File: src/rtl/i8080_pkg.sv
`default_nettype none

package i8080_pkg;

    localparam int DATA_W = 8;

    typedef enum logic [2:0] {
        T1  = 3'd0,
        T2  = 3'd1,
        T3  = 3'd2,
        T4  = 3'd3,
        T5  = 3'd4,
        TR  = 3'd5, // held in reset
        TW  = 3'd6, // ready wait
        TWH = 3'd7  // halt wait
    } tstate_t;

    typedef enum logic [2:0] {
        M1 = 3'd0,
        M2 = 3'd1,
        M3 = 3'd2,
        M4 = 3'd3
    } mcycle_t;

    typedef enum logic [3:0] {
        cls_nop    = 4'd0,
        cls_ei     = 4'd1,
        cls_di     = 4'd2,
        cls_mov_rr = 4'd3,
        cls_mov_rm = 4'd4, // MOV r,M
        cls_mov_mr = 4'd5, // MOV M,r
        cls_mvi_r  = 4'd6,
        cls_mvi_m  = 4'd7,
        cls_lxi    = 4'd8,
        cls_lda    = 4'd9,
        cls_sta    = 4'd10,
        cls_jmp    = 4'd11,
        cls_hlt    = 4'd12
    } instr_class_t;

    // status word bits
    localparam int STATUS_INTA = 0;
    localparam int STATUS_WO_N = 1;
    localparam int STATUS_HLTA = 3;
    localparam int STATUS_M1   = 5;
    localparam int STATUS_MEMR = 7;

    // machine cycle kinds, sequencer to bus unit
    localparam logic [1:0] KIND_FETCH = 2'd0;
    localparam logic [1:0] KIND_READ  = 2'd1;
    localparam logic [1:0] KIND_WRITE = 2'd2;
    localparam logic [1:0] KIND_HALT  = 2'd3;

    localparam logic [DATA_W-1:0] OPC_NOP = 8'h00;
    localparam logic [DATA_W-1:0] OPC_HLT = 8'h76;
    localparam logic [DATA_W-1:0] OPC_EI  = 8'hfb;
    localparam logic [DATA_W-1:0] OPC_DI  = 8'hf3;
    localparam logic [DATA_W-1:0] OPC_LDA = 8'h3a;
    localparam logic [DATA_W-1:0] OPC_STA = 8'h32;
    localparam logic [DATA_W-1:0] OPC_JMP = 8'hc3;

    localparam logic [2:0] MEM_OPERAND = 3'd6; // register code M

    // opcode field patterns
    localparam logic [1:0] GRP_MOV  = 2'b01;    // 01dddsss
    localparam logic [1:0] GRP_LOW  = 2'b00;    // MVI and LXI live here
    localparam logic [2:0] MVI_TAIL = 3'b110;   // 00ddd110
    localparam logic [3:0] LXI_TAIL = 4'b0001;  // 00rp0001

endpackage

`default_nettype wire

File: src/rtl/opcode_decoder.sv
`default_nettype none
`timescale 1ns/1ps

module opcode_decoder
    import i8080_pkg::*;
(
    input  logic              clk,
    input  logic              is_rst,
    input  logic [DATA_W-1:0] data_in,
    input  logic              fetch,
    output instr_class_t      instr_class,
    output logic              is_mem_dst
);

    logic [DATA_W-1:0] opcode_q;
    logic [2:0]        ddd;
    logic [2:0]        sss;
    logic [1:0]        grp;

    always_ff @(posedge clk) begin
        if (is_rst) begin
            opcode_q <= OPC_NOP;
        end else if (fetch) begin
            opcode_q <= data_in; // last T2/TW of M1
        end
    end

    assign grp = opcode_q[7:6];
    assign ddd = opcode_q[5:3];
    assign sss = opcode_q[2:0];

    always_comb begin
        instr_class = cls_nop;
        is_mem_dst  = 1'b0;

        if (opcode_q == OPC_HLT) begin
            instr_class = cls_hlt; // would be MOV M,M
        end else if (grp == GRP_MOV) begin
            if (ddd == MEM_OPERAND) begin
                instr_class = cls_mov_mr;
                is_mem_dst  = 1'b1;
            end else if (sss == MEM_OPERAND) begin
                instr_class = cls_mov_rm;
            end else begin
                instr_class = cls_mov_rr;
            end
        end else if (grp == GRP_LOW && sss == MVI_TAIL) begin
            if (ddd == MEM_OPERAND) begin
                instr_class = cls_mvi_m;
                is_mem_dst  = 1'b1;
            end else begin
                instr_class = cls_mvi_r;
            end
        end else if (grp == GRP_LOW && opcode_q[3:0] == LXI_TAIL) begin
            instr_class = cls_lxi;
        end else begin
            case (opcode_q)
                OPC_EI: begin
                    instr_class = cls_ei;
                end
                OPC_DI: begin
                    instr_class = cls_di;
                end
                OPC_LDA: begin
                    instr_class = cls_lda;
                end
                OPC_STA: begin
                    instr_class = cls_sta;
                end
                OPC_JMP: begin
                    instr_class = cls_jmp;
                end
                default: begin
                    instr_class = cls_nop; // everything else runs as NOP
                end
            endcase
        end
    end

endmodule

`default_nettype wire

File: src/rtl/interrupt_ctrl.sv
`default_nettype none
`timescale 1ns/1ps

module interrupt_ctrl
    import i8080_pkg::*;
(
    input  logic         clk,
    input  logic         is_rst,
    input  logic         intr,
    input  instr_class_t instr_class,
    input  logic         class_valid,
    input  logic         ack,
    output logic         inte,
    output logic         int_pending
);

    logic intr_prev;
    logic intr_rise;

    // only edges seen while enabled count
    assign intr_rise = intr & ~intr_prev & inte;

    always_ff @(posedge clk) begin
        if (is_rst) begin
            intr_prev   <= 1'b0;
            inte        <= 1'b0;
            int_pending <= 1'b0;
        end else begin
            intr_prev <= intr;

            if (class_valid && instr_class == cls_ei) begin
                inte <= 1'b1;
            end else if (class_valid && instr_class == cls_di) begin
                inte <= 1'b0;
            end

            // a new edge on the ack clock stays pending
            int_pending <= (int_pending & ~ack) | intr_rise;
        end
    end

endmodule

`default_nettype wire

File: src/rtl/cycle_sequencer.sv
`default_nettype none
`timescale 1ns/1ps

module cycle_sequencer
    import i8080_pkg::*;
(
    input  logic         clk,
    input  logic         is_rst,
    input  logic         ready,
    input  instr_class_t instr_class,
    input  logic         is_mem_dst,
    input  logic         int_pending,
    output logic         fetch,
    output logic         class_valid,
    output logic         ack,
    output logic         new_cycle,
    output logic         inta_next,
    output tstate_t      tstate,
    output logic [1:0]   kind
);

    mcycle_t mcycle;
    mcycle_t mcycle_nx;
    mcycle_t last_mcycle;
    tstate_t tstate_nx;
    logic    mcycle_end;
    logic    instr_end;
    logic    in_bus_state;
    logic    halt_cycle;

    always_comb begin
        case (instr_class)
            cls_mov_rm, cls_mov_mr, cls_mvi_r, cls_hlt: begin
                last_mcycle = M2;
            end
            cls_mvi_m, cls_lxi, cls_jmp: begin
                last_mcycle = M3;
            end
            cls_lda, cls_sta: begin
                last_mcycle = M4;
            end
            default: begin
                last_mcycle = M1; // fetch only
            end
        endcase
    end

    assign in_bus_state = (tstate == T2) || (tstate == TW);
    assign halt_cycle   = (instr_class == cls_hlt) && (mcycle == M2);

    always_comb begin
        mcycle_end = 1'b0;
        instr_end  = 1'b0;
        tstate_nx  = tstate;
        mcycle_nx  = mcycle;

        case (tstate)
            TR: begin
                instr_end = 1'b1; // first fetch after reset
            end
            T1: begin
                tstate_nx = T2;
            end
            T2, TW: begin
                if (halt_cycle) begin
                    tstate_nx = TWH;
                end else if (!ready) begin
                    tstate_nx = TW;
                end else begin
                    tstate_nx = T3;
                end
            end
            T3: begin
                if (mcycle == M1) begin
                    tstate_nx = T4;
                end else if (mcycle == last_mcycle) begin
                    instr_end = 1'b1;
                end else begin
                    mcycle_end = 1'b1;
                end
            end
            T4: begin
                if (instr_class == cls_mov_rr) begin
                    tstate_nx = T5;
                end else if (last_mcycle == M1) begin
                    instr_end = 1'b1;
                end else begin
                    mcycle_end = 1'b1;
                end
            end
            T5: begin
                instr_end = 1'b1;
            end
            TWH: begin
                instr_end = int_pending; // wake only on interrupt
            end
            default: begin
                instr_end = 1'b1;
            end
        endcase

        if (instr_end) begin
            tstate_nx = T1;
            mcycle_nx = M1;
        end else if (mcycle_end) begin
            tstate_nx = T1;
            mcycle_nx = mcycle_t'(mcycle + 3'd1);
        end
    end

    // kind of the cycle that starts on new_cycle
    always_comb begin
        if (instr_end) begin
            kind = KIND_FETCH;
        end else if (instr_class == cls_hlt && mcycle_nx == M2) begin
            kind = KIND_HALT;
        end else if (mcycle_nx == last_mcycle && (is_mem_dst || instr_class == cls_sta)) begin
            kind = KIND_WRITE;
        end else begin
            kind = KIND_READ;
        end
    end

    always_ff @(posedge clk) begin
        if (is_rst) begin
            tstate <= TR;
            mcycle <= M1;
        end else begin
            tstate <= tstate_nx;
            mcycle <= mcycle_nx;
        end
    end

    assign fetch       = (mcycle == M1) && in_bus_state && ready;
    assign class_valid = (mcycle == M1) && (tstate == T3);
    assign ack         = instr_end & int_pending;
    assign inta_next   = ack;
    assign new_cycle   = instr_end | mcycle_end;

endmodule

`default_nettype wire

File: src/rtl/bus_status.sv
`default_nettype none
`timescale 1ns/1ps

module bus_status
    import i8080_pkg::*;
(
    input  logic              clk,
    input  logic              is_rst,
    input  tstate_t           tstate,
    input  logic [1:0]        kind,
    input  logic              new_cycle,
    input  logic              inta_next,
    output logic              sync,
    output logic              dbin,
    output logic              write,
    output logic              wwait,
    output logic [DATA_W-1:0] status
);

    logic [1:0]        kind_q;
    logic [DATA_W-1:0] status_nx;
    logic              in_bus_state;
    logic              is_input;

    always_comb begin
        status_nx = '0;
        status_nx[STATUS_M1]   = (kind == KIND_FETCH);
        status_nx[STATUS_MEMR] = (kind == KIND_FETCH) || (kind == KIND_READ);
        status_nx[STATUS_WO_N] = (kind != KIND_WRITE);
        status_nx[STATUS_HLTA] = (kind == KIND_HALT);
        status_nx[STATUS_INTA] = (kind == KIND_FETCH) && inta_next;
    end

    // status holds for the whole machine cycle
    always_ff @(posedge clk) begin
        if (is_rst) begin
            kind_q <= KIND_FETCH;
            status <= '0;
        end else if (new_cycle) begin
            kind_q <= kind;
            status <= status_nx;
        end
    end

    assign in_bus_state = (tstate == T2) || (tstate == TW);
    assign is_input     = (kind_q == KIND_FETCH) || (kind_q == KIND_READ);

    assign sync  = (tstate == T1);
    assign dbin  = in_bus_state && is_input;
    assign write = in_bus_state && (kind_q == KIND_WRITE); // halt cycle drives neither
    assign wwait = (tstate == TW) || (tstate == TWH);

endmodule

`default_nettype wire

File: src/rtl/i8080_timing_top.sv
`default_nettype none
`timescale 1ns/1ps

module i8080_timing_top
    import i8080_pkg::*;
(
    input  logic              clk,
    input  logic              is_rst,
    input  logic              ready,
    input  logic              intr,
    input  logic [DATA_W-1:0] data_in,
    output logic              sync,
    output logic              dbin,
    output logic              write,
    output logic              wwait,
    output logic              inte,
    output logic [DATA_W-1:0] status
);

    instr_class_t instr_class;
    tstate_t      tstate;
    logic [1:0]   kind;
    logic         is_mem_dst;
    logic         fetch;
    logic         class_valid;
    logic         ack;
    logic         new_cycle;
    logic         inta_next;
    logic         int_pending;

    opcode_decoder u_decoder (
        .clk         (clk),
        .is_rst      (is_rst),
        .data_in     (data_in),
        .fetch       (fetch),
        .instr_class (instr_class),
        .is_mem_dst  (is_mem_dst)
    );

    interrupt_ctrl u_int_ctrl (
        .clk         (clk),
        .is_rst      (is_rst),
        .intr        (intr),
        .instr_class (instr_class),
        .class_valid (class_valid),
        .ack         (ack),
        .inte        (inte),
        .int_pending (int_pending)
    );

    cycle_sequencer u_sequencer (
        .clk         (clk),
        .is_rst      (is_rst),
        .ready       (ready),
        .instr_class (instr_class),
        .is_mem_dst  (is_mem_dst),
        .int_pending (int_pending),
        .fetch       (fetch),
        .class_valid (class_valid),
        .ack         (ack),
        .new_cycle   (new_cycle),
        .inta_next   (inta_next),
        .tstate      (tstate),
        .kind        (kind)
    );

    bus_status u_bus_status (
        .clk       (clk),
        .is_rst    (is_rst),
        .tstate    (tstate),
        .kind      (kind),
        .new_cycle (new_cycle),
        .inta_next (inta_next),
        .sync      (sync),
        .dbin      (dbin),
        .write     (write),
        .wwait     (wwait),
        .status    (status)
    );

endmodule

`default_nettype wire

File: config.mk
export PLATFORM = sky130hd
export DESIGN_NAME = i8080_timing_top
export DESIGN_NICKNAME = d
export VERILOG_FILES = /design/src/rtl/i8080_pkg.sv /design/src/rtl/opcode_decoder.sv /design/src/rtl/interrupt_ctrl.sv /design/src/rtl/cycle_sequencer.sv /design/src/rtl/bus_status.sv /design/src/rtl/i8080_timing_top.sv
export SDC_FILE = /design/constraint.sdc
export NUM_CORES = 1
export LEC_CHECK = 0
export ABC_CLOCK_PERIOD_IN_PS = 4100
export BUFFER_PORTS_ARGS = -buffer_cell sky130_fd_sc_hd__buf_4
export CAP_MARGIN = 15
export CELL_PAD_IN_SITES_DETAIL_PLACEMENT = 1
export CELL_PAD_IN_SITES_GLOBAL_PLACEMENT = 1
export CORE_ASPECT_RATIO = 0.5
export CORE_MARGIN = 2
export CORE_UTILIZATION = 41
export CTS_BUF_LIST = sky130_fd_sc_hd__clkbuf_16
export DETAILED_ROUTE_END_ITERATION = 12
export PLACE_DENSITY_LB_ADDON = 0.1
export SYNTH_ARGS = -nofsm -noshare
export SYNTH_HDL_FRONTEND = slang
export SYNTH_SLANG_ARGS = --single-unit
File: constraint.sdc
create_clock -name clk -period 4.1 [get_ports clk]
set_clock_uncertainty 0.2 [all_clocks]
set_input_delay 0.205 -clock clk [delete_from_list [all_inputs] [get_ports clk]]
set_output_delay 0.205 -clock clk [all_outputs]
set_load 0.02 [all_outputs]
Yosys cells after proc, flatten, opt, wreduce, memory -nomap -nowiden
Memories as Yosys holds them, arrays and structs flattened.
Cells that the tools add are included.
W data, S select, Z words.
{"block": "totals", "memories": 1, "romBits": 32, "out_inout_bits": 13, "ff_bits": 24, "in_bits": 12, "ram_bits": 0, "word_cells": 122, "latchBits": 0}
{"block": "classes", "shifts": 0, "add_sub_neg": 1, "bitwise": 8, "n_eq_ne": 35, "mux": 36, "n_mul": 0, "n_lt_le_gt_ge": 0, "div_mod_pow": 0, "reduce_logical": 32}
{"name": "(no name shown)", "words": 16, "word_bits": 2, "rd": 1, "rd_ports_with_merged_regs": 0, "wr": 0, "line": "cycle_sequencer.sv:32", "text": "case (instr_class)"}
{"cell": "$mux W3", "n": 9}
{"cell": "$eq A8 B8 Y1 const B", "n": 3}
{"cell": "$mux W4", "n": 5}
{"cell": "$pmux W4 S5", "n": 1}
{"cell": "$eq A3 B3 Y1 const B", "n": 6}
{"cell": "$eq A8 B6 Y1 const B", "n": 2}
{"cell": "$mux W1", "n": 15}
{"cell": "$logic_and A1 B1 Y1", "n": 13}
{"cell": "$pmux W3 S4", "n": 1}
{"cell": "$eq A3 B1 Y1 const B", "n": 3}
{"cell": "$logic_not A3 Y1", "n": 3}
{"cell": "$eq A4 B1 Y1 const B", "n": 2}
{"cell": "$eq A4 B2 Y1 const B", "n": 2}
{"cell": "$eq A4 B4 Y1 const B", "n": 2}
{"cell": "$eq A8 B7 Y1 const B", "n": 1}
{"cell": "$ne A4 B1 Y1 const B", "n": 2}
{"cell": "$eq A2 B1 Y1 const B", "n": 3}
{"cell": "$eq A3 B2 Y1 const B", "n": 2}
{"cell": "$eq A3 B3 Y1", "n": 2}
{"cell": "$logic_not A2 Y1", "n": 3}
{"cell": "$mux W2", "n": 3}
{"cell": "$reduce_and A3 Y1", "n": 2}
{"cell": "$reduce_bool A6 Y1", "n": 1}
{"cell": "$logic_or A1 B1 Y1", "n": 5}
{"cell": "other kinds (13)", "n": 21}

Depth between registers and ports, before layout
Gate-level depths: netlist of run 1.
An unclocked memory read counts as a cell.
{"block": "depth", "word_depth": 20, "ltp_mapped": 17, "mapped_depth_nobuf": 15}

Hierarchy
A second synthesis of run 1 with hierarchy kept.
{"block": "hier_totals", "hier_cells": 221, "hier_area_um2": 1803.0}
{"module": "cycle_sequencer", "area_per_inst_um2": 855.8, "instances": 1, "seq_area_each_um2": 120.1, "cells_each": 108}
{"module": "opcode_decoder", "area_per_inst_um2": 494.2, "instances": 1, "seq_area_each_um2": 160.2, "cells_each": 64}
{"module": "bus_status", "area_per_inst_um2": 330.3, "instances": 1, "seq_area_each_um2": 140.1, "cells_each": 37}
{"module": "interrupt_ctrl", "area_per_inst_um2": 122.6, "instances": 1, "seq_area_each_um2": 60.1, "cells_each": 12}

Worst setup path after synthesis of run 1
No wires, ideal clock.
{"block": "synth_timing", "path_type": "reg2reg", "startpoint": "reg u_decoder.opcode_q[2]", "endpoint": "reg u_bus_status.kind_q[1]", "setup_time_ns": 0.122, "t_arrival_ns": 3.328, "path_slack_ns": 0.450, "path_stages_with_launch": 15, "required_ns": 3.778, "cell_sequence": "dfxtp_1 > clkbuf_1 > nand3b_1 > or2_2 > a21oi_1 > a21oi_1 > ha_1 > nor3_1 > o21bai_1 > nand2_1 > a21o_1 > or2_1 > a211o_1 > o2111a_1 > o311a_1"}
{"block": "synth_between", "elab_chain_cells": 18, "word_cells_on_any_way": 47, "classes_between": "14 x eq/ne; 25 x mux; 1 x bitwise; 6 x reduce/logical; 1 x memory"}
{"element": "start: declaration", "line": "opcode_decoder.sv:15", "text": "logic [DATA_W-1:0] opcode_q;"}
{"element": "start signal: assignment", "line": "opcode_decoder.sv:24", "text": "opcode_q <= data_in;"}
{"element": "$eq A8 B8 Y1 (tied with other cells)", "line": "opcode_decoder.sv:57", "text": "case (opcode_q)"}
{"element": "$pmux W4 S5 or $logic_and A1 B1 Y1 (tied branches)", "line": "opcode_decoder.sv:57, opcode_decoder.sv:54"}
{"element": "$mux W4", "line": "opcode_decoder.sv:54", "text": "end else if (grp == GRP_LOW && opcode_q[3:0] == LXI_TAIL) begin"}
{"element": "$mux W4", "line": "opcode_decoder.sv:47", "text": "end else if (grp == GRP_LOW && sss == MVI_TAIL) begin"}
{"element": "$mux W4", "line": "opcode_decoder.sv:38", "text": "end else if (grp == GRP_MOV) begin"}
{"element": "$mux W4", "line": "opcode_decoder.sv:36", "text": "if (opcode_q == OPC_HLT) begin"}
{"element": "$mem_v2 Z16 W2"}
{"element": "$eq A3 B3 Y1 or $logic_not A3 Y1 (tied branches)", "line": "cycle_sequencer.sv:76, cycle_sequencer.sv:85"}
{"element": "[2 not listed]"}
{"element": "$pmux W1 S2", "line": "cycle_sequencer.sv:57", "text": "case (tstate)"}
{"element": "$mux W3", "line": "cycle_sequencer.sv:105", "text": "end else if (mcycle_end) begin"}
{"element": "$mux W3", "line": "cycle_sequencer.sv:102", "text": "if (instr_end) begin"}
{"element": "$eq A3 B3 Y1", "line": "cycle_sequencer.sv:117", "text": "end else if (mcycle_nx == last_mcycle && (is_mem_dst || instr_class == cls_sta)) begin"}
{"element": "$logic_and A1 B1 Y1", "line": "cycle_sequencer.sv:117"}
{"element": "$mux W2", "line": "cycle_sequencer.sv:117"}
{"element": "$mux W2", "line": "cycle_sequencer.sv:115", "text": "end else if (instr_class == cls_hlt && mcycle_nx == M2) begin"}
{"element": "$mux W2", "line": "cycle_sequencer.sv:113", "text": "if (instr_end) begin"}
{"element": "end signal: assignment", "line": "bus_status.sv:40", "text": "kind_q <= kind;"}
{"element": "end: declaration", "line": "bus_status.sv:20", "text": "logic [1:0] kind_q;"}
Parallel ways exist; a longest one is shown, timed or not.
A chain may end at the register's enable or synchronous reset.

Worst setup path after layout of run 1
{"block": "layout_timing", "startpoint": "reg u_decoder.opcode_q[0]", "endpoint": "reg u_bus_status.kind_q[1]"}
The elaborated chain is that of the path after synthesis.

==> impl_metrics.env, run 1 <==
export IMPL_nets=268
export IMPL_peakVddDrop_v=0.0001373
export IMPL_min_period_over_period_pct=93.99
export IMPL_drt_wl_total_um=4851
export IMPL_final_common_cell="buf_4"
export IMPL_start_kind="flip-flop"
export IMPL_period_needed_ps=3853
export IMPL_track_usage_pct=21.95
export IMPL_worst_path_max_fanout=8
export IMPL_synth_area_per_cell_um2=7.697
export IMPL_arrival_ps=3800
export IMPL_grt_max_degree=19
export IMPL_synth_cell_types=53
export IMPL_clkTransAtPathRegs_ps=60
export IMPL_hold_path_class="in -> reg"
export IMPL_synth_area_leader_cell="dfxtp_1"
export IMPL_power_density_nw_per_um2=276.0
export IMPL_clkSinkCount=24
export IMPL_root_buffer="clkbuf_16"
export IMPL_crit_chain="nand3b_1 > or2_2 > a21oi_1 > a21oi_2 > inv_1 > ha_1 > a211oi_4 > or2_2 > nor3_2 > o41ai_1 > a211o_1 > a31o_2 > and4_1 > o311a_1"
export IMPL_worst_path_max_delay_cell="a211o_1"
export IMPL_hold_start="data_in[4]"
export IMPL_cp_required_ps=4050
export IMPL_die_h_um=49.14
export IMPL_grt_antenna_before_repair=0
export IMPL_crit_path_start="u_decoder.opcode_q[0]$_SDFFE_PP0P_"
export IMPL_synth_top_area_share_pct=28.76
export IMPL_finalMaxSlewViolations=0
export IMPL_async_flop_share_pct=0
export IMPL_violations="hold timing"
export IMPL_drtIter0Drc=65
export IMPL_slew_headroom_pct=32.86
export IMPL_timing_final_hold_violations=1
export IMPL_clock_fmax_mhz=259.5
export IMPL_ys_warn_count=0
export IMPL_cts_tree="yes"
export IMPL_netlist_area_um2=1670
export IMPL_vias=1733
export IMPL_die_width_um=94.27
export IMPL_pin_count=25
export IMPL_cpMostUsedCell="or2_2"
export IMPL_grt_ovfl_total=0
export IMPL_first_pass_iters=4
export IMPL_layoutNonFillerInstCount=302
export IMPL_yosysSeqAreaShare_pct=28.76
export IMPL_endpoint_kind="flip-flop"
export IMPL_reg2reg_from="u_decoder.opcode_q[0]$_SDFFE_PP0P_"
export IMPL_power_mw=0.5842
export IMPL_placedCellCount=289
export IMPL_power_leakage_nw=0.7941
export IMPL_row_count=16
export IMPL_fin_hold_ws_ps=-2.887
export IMPL_antenna_cells=0
export IMPL_initial_core_util_pct=42.79
export IMPL_max_stage_delay_ps=400
export IMPL_clk_latency_ps=260
export IMPL_htree_levels=1
export IMPL_cts_inserted_buffers=3
export IMPL_drive_gt1_share_pct=19.35
export IMPL_grt_first_pass_wirelength_um=8059
export IMPL_tightestPinTransition_ps=1003
export IMPL_dieArea_um2=4632
export IMPL_final_cell_mix="28 x buf_4, 26 x nor2_1, 21 x dfxtp_1, 14 x nand2_1"
export IMPL_drtAntennaViolNets=0
export IMPL_area_growth_pct=26.74
export IMPL_post_drt_wl_per_cell_um=16.06
export IMPL_syn_inst=217
export IMPL_drv_cap=0
export IMPL_hpwlAfterDp_um=3720
export IMPL_drc=0
export IMPL_synthFlopType="dfxtp_1"
export IMPL_via_per_inst=5.738
export IMPL_synthTopCellsByArea="dfxtp_1 29%, nor2_1 5.8%, mux2i_1 5.4%"
export IMPL_setup_worst_path_class="reg -> reg"
export IMPL_clockBufferDepth=2
export IMPL_gp_congestion=0.8890
export IMPL_status="finished with violations"
export IMPL_numPortBuffers=21
export IMPL_synth_edf_count=0
export IMPL_coreArea_um2=3904
export IMPL_setup_violations=0
export IMPL_grt_pass1_vias=1680
export IMPL_ys_seq_elements=24
==> per-layer routing <==
metal  up-vias  wire length (um)  global-route usage [%]
li1        850                 -                       -
met1       847              2335                   29.46
met2        34              2319                   38.33
met3         2               175                   4.328
met4         0                21                   1.691
met5         -                 0                       0
==> power breakdown <==
part           leakage, nW  switching, mW  internal [mW]
combinational        0.558         0.0601         0.0511
sequential           0.197         0.0160          0.245
clock               0.0385         0.0819          0.130
total                0.794          0.158          0.426
==> through the flow <==
stage | TNS [ps] | utilization [%] | instance area [um2] | setup WS (ps)
floorplan | 0 | - | 1678 | 450.1
global placement | 0 | 48.43 | 1891 | 157.6
detailed placement | 0 | 48.43 | 1891 | 86.89
CTS | 0 | 52.24 | 2039 | 54.84
global route | -138.6 | 54.23 | 2117 | -48.35
finish | 0 | 54.23 | 2117 | 246.6
==> critical path, delay by kind of cell (launching register included) <==
family / cells / cell delay [ps]
compound gates: 7 / 1500
buf+inv: 1 / 110
fa+ha+maj: 1 / 290
flops: 1 / 370
simple gates: 5 / 1260
==> final cells by class <==
class	count	area, um2
Clock buffer	3	75.07
Clock inverter	1	3.754
Fill cell	483	1787
Inverter	13	48.80
Multi-Input combinational cell	172	1157
Sequential cell	24	484.2
Tap cell	54	67.56
Timing Repair Buffer	35	280.3
==> worst paths after layout <==
path	slack, ps	cells past startpoint	end
worst min-delay path	-3	3	u_decoder.opcode_q[4]$_SDFFE_PP0P_
worst min register to register	260	2	u_bus_status.status[3]$_SDFFE_PP0P_
worst max register to register	250	14	u_bus_status.kind_q[1]$_SDFFE_PP0P_
worst max-delay path	250	14	u_bus_status.kind_q[1]$_SDFFE_PP0P_
==> cells by family after synthesis <==
family                     Yosys count  share of synthesized area [%]
muxes                                9                          5.393
other                                1                         0.2245
DFF                                 24                          28.76
adders and majority gates            7                          5.243
xor gates and xnor gates             2                          1.049
AOI/OAI and AO/OA                   52                          21.05
buffers and inverters               23                          5.917
and+or+nand+nor                     99                          32.36
==> flip-flops by register name, indices dropped and copies added (netlist names) <==
| register | cells |
|---|---|
| u_decoder.opcode_q | 8 |
| u_bus_status.status | 5 |
| u_sequencer.mcycle | 3 |
| u_sequencer.tstate | 3 |
| u_bus_status.kind_q | 2 |
| u_int_ctrl.int_pending | 1 |
| u_int_ctrl.inte | 1 |
| u_int_ctrl.intr_prev | 1 |
==> timing repair <==
item,CTS,global route
hold endpoints to repair,7,0
gates resized for setup,0,13
hold buffers,7,0
setup endpoints to repair,0,14
setup buffers,0,2
==> synthesized netlist by cell type (all sizes together), types with 6 or more instances <==
master and n:
inv 13, mux2i 9, nand2 14, o21ai 10
ha 7, clkbuf 6, a211oi 6, nor2 26
dfxtp 24, nand3 7, a21oi 15, nor3 15
(Power assumes the default switching activity.)
==> run 2: changes to the inputs <==
--- a/config.mk
+++ b/config.mk
@@ -5,7 +5,7 @@
 export SDC_FILE = /design/constraint.sdc
 export NUM_CORES = 1
 export LEC_CHECK = 0
-export ABC_CLOCK_PERIOD_IN_PS = 4100
+export ABC_CLOCK_PERIOD_IN_PS = 4300
 export BUFFER_PORTS_ARGS = -buffer_cell sky130_fd_sc_hd__buf_4
 export CAP_MARGIN = 15
 export CELL_PAD_IN_SITES_DETAIL_PLACEMENT = 1
==> constraint.sdc (replaced) <==
create_clock -name clk -period 4.3 [get_ports clk]
set_clock_uncertainty 0.2 [all_clocks]
set_input_delay 0.215 -clock clk [delete_from_list [all_inputs] [get_ports clk]]
set_output_delay 0.215 -clock clk [all_outputs]
set_load 0.02 [all_outputs]
==> impl_metrics.env, run 2 (same netlist as run 1, synthesis figures left out) <==
export IMPL_crit_path_start="u_decoder.opcode_q[2]$_SDFFE_PP0P_"
export IMPL_setup_violations=0
export IMPL_clock_fmax_mhz=250.1
export IMPL_timing_final_hold_violations=1
export IMPL_worst_path_max_fanout=9
export IMPL_max_stage_delay_ps=480
export IMPL_slew_headroom_pct=34.92
export IMPL_numPortBuffers=21
export IMPL_cp_required_ps=4240
export IMPL_hpwlAfterDp_um=3675
export IMPL_grt_pass1_vias=1666
export IMPL_violations="hold timing"
export IMPL_top_regs="u_decoder.opcode_q: 8 flops, u_bus_status.status: 5 flops"
export IMPL_period_needed_ps=3998
export IMPL_clkSinkCount=24
export IMPL_antenna_cells=0
export IMPL_cpMostUsedCell="a21oi_1"
export IMPL_drt_wl_total_um=4741
export IMPL_grt_max_degree=19
export IMPL_crit_chain="nand3b_1 > or2_2 > a21oi_1 > a21oi_1 > ha_1 > nor3_1 > o21bai_1 > nand2_1 > a21o_1 > or2_1 > a211o_1 > o2111a_1 > o311a_1"
export IMPL_die_width_um=94.27
export IMPL_drc=0
export IMPL_multiInputGateArea_um2=1130
export IMPL_r2r_cells=13
export IMPL_final_common_cell="nor2_1"
export IMPL_worst_path_max_delay_cell="dfxtp_1"
export IMPL_initial_core_util_pct=42.79
export IMPL_drive_gt1_share_pct=16.32
export IMPL_row_count=16
export IMPL_pin_count=25
export IMPL_via_per_inst=5.710
export IMPL_tightestPinTransition_ps=972.7
export IMPL_rsz0062_at_grt="no"
export IMPL_r2r_slack_ps=300
export IMPL_nets=259
export IMPL_top_register="u_decoder.opcode_q"
export IMPL_track_usage_pct=22.37
export IMPL_crit_path_end="u_bus_status.kind_q[1]$_SDFFE_PP0P_"
export IMPL_clkTransAtPathRegs_ps=60
export IMPL_grt_ovfl_total=0
export IMPL_first_pass_iters=4
export IMPL_area_growth_pct=20.15
export IMPL_comb_power_share_pct=17.3
export IMPL_coreArea_um2=3904
export IMPL_clock_power_share_pct=37.3
export IMPL_status="finished with violations"
export IMPL_hold_path_class="in -> reg"
export IMPL_largest_reg_flops=8
export IMPL_intPower_mw=0.4000
export IMPL_drtAntennaViolNets=0
export IMPL_fin_hold_ws_ps=-0.5147
export IMPL_peakVddDrop_v=0.0001698
export IMPL_grt_antenna_before_repair=0
export IMPL_die_h_um=49.14
export IMPL_drv_cap=0
export IMPL_switching_share_pct=27.03
export IMPL_cts_inserted_buffers=3
export IMPL_critPathBufInv=0
export IMPL_p_seq_share_pct=45.5
export IMPL_worst_r2r_endpoint="u_bus_status.kind_q[1]$_SDFFE_PP0P_"
export IMPL_switchingPower_mw=0.1481
export IMPL_final_cell_mix="26 x nor2_1, 24 x buf_4, 23 x dfxtp_1, 14 x nand2_1, 14 x a21oi_1"
export IMPL_path_depth=13
export IMPL_crit_family="compound AO/OA/AOI/OAI gates"
export IMPL_drtIter0Drc=60
export IMPL_setup_worst_path_class="reg -> reg"
export IMPL_finalMaxSlewViolations=0
export IMPL_fillers=512
export IMPL_regArea_um2=481.7
export IMPL_fin_tns_setup_ps=0
export IMPL_vias=1673
export IMPL_power_density_nw_per_um2=273.1
export IMPL_cts_tree="yes"
export IMPL_htree_levels=1
export IMPL_arrival_ps=3940
export IMPL_clockBufferDepth=2
export IMPL_start_kind="flip-flop"
export IMPL_clk_latency_ps=260
export IMPL_dieArea_um2=4632
export IMPL_min_period_over_period_pct=92.97
export IMPL_post_drt_wl_per_cell_um=16.18
export IMPL_reg2reg_from="u_decoder.opcode_q[2]$_SDFFE_PP0P_"
export IMPL_root_buffer="clkbuf_16"
export IMPL_power_leakage_nw=0.7518
export IMPL_endpoint_kind="flip-flop"
export IMPL_grt_first_pass_wirelength_um=8142
export IMPL_gp_congestion=0.8526
run 2: cell types whose count changed in the layout (fill, tap and decap cells not counted), sizes merged:
cell,before,now
buf,28,24
dlygate4sd3,7,2
run 2: power by group through the flow:
stage | Combinational (mW) | Clock, mW | Sequential [mW]
after global routing | 0.106 | 0.218 | 0.252
after CTS | 0.0941 | 0.213 | 0.249
final | 0.0946 | 0.204 | 0.249
after floorplan | 0.0645 | 0 | 0.250
after global placement | 0.0904 | 0 | 0.253
after detailed placement | 0.0922 | 0 | 0.254
run 2: worst min-delay path by stage:
stage	startpoint	to	slack (ps)	cells past startpoint
floorplan	data_in[0]	u_decoder.opcode_q[0]$_SDFFE_PP0P_	160	2
global placement	u_bus_status.status[3]$_SDFFE_PP0P_	u_bus_status.status[3]$_SDFFE_PP0P_	240	2
detailed placement	u_bus_status.status[3]$_SDFFE_PP0P_	u_bus_status.status[3]$_SDFFE_PP0P_	250	2
CTS	data_in[4]	u_decoder.opcode_q[4]$_SDFFE_PP0P_	2	3
global route	data_in[7]	u_decoder.opcode_q[7]$_SDFFE_PP0P_	20	3
finish	data_in[4]	u_decoder.opcode_q[4]$_SDFFE_PP0P_	-0.5	3
run 2: layout make-up:
cell class	instances	area share [%]
tap	54	3.367
multi-input combinational	172	56.30
clock buffer	3	3.741
clock inverter	1	0.1870
inverter	13	2.431
timing repair buffer	26	9.975
sequential	24	24.00
run 2: what timing repair did:
item                                    4_1_cts  5_1_grt
resized for setup                             0        6
hold buffers                                  2        0
endpoints found under the setup margin        0       11
setup buffers                                 0        2
hold endpoints to repair                      2        0
run 2: tightest hold or removal path: stages:
cell     delay, ps
buf_4           80
mux2i_1         50
nor2_1          80
run 2: routing by layer:
layer  GRT usage [%]  wire [um]
met1           29.90       2292
met4           4.589         70
met5               0          0
met3           4.791        175
met2           37.50       2203
run 2: through the flow:
| step | std cells | setup WS, ps | power (mW) | instance area, um2 | util (%) |
|---|---|---|---|---|---|
| floorplan | 219 | 650.1 | 0.3149 | 1678 | - |
| global placement | 285 | 172.5 | 0.3434 | 1861 | 47.66 |
| detailed placement | 285 | 64.53 | 0.3459 | 1861 | 47.66 |
| CTS | 291 | 43.38 | 0.5560 | 1959 | 50.19 |
| global route | 293 | 26.77 | 0.5766 | 2007 | 51.41 |
| finish | 293 | 302.1 | 0.5481 | 2007 | 51.41 |
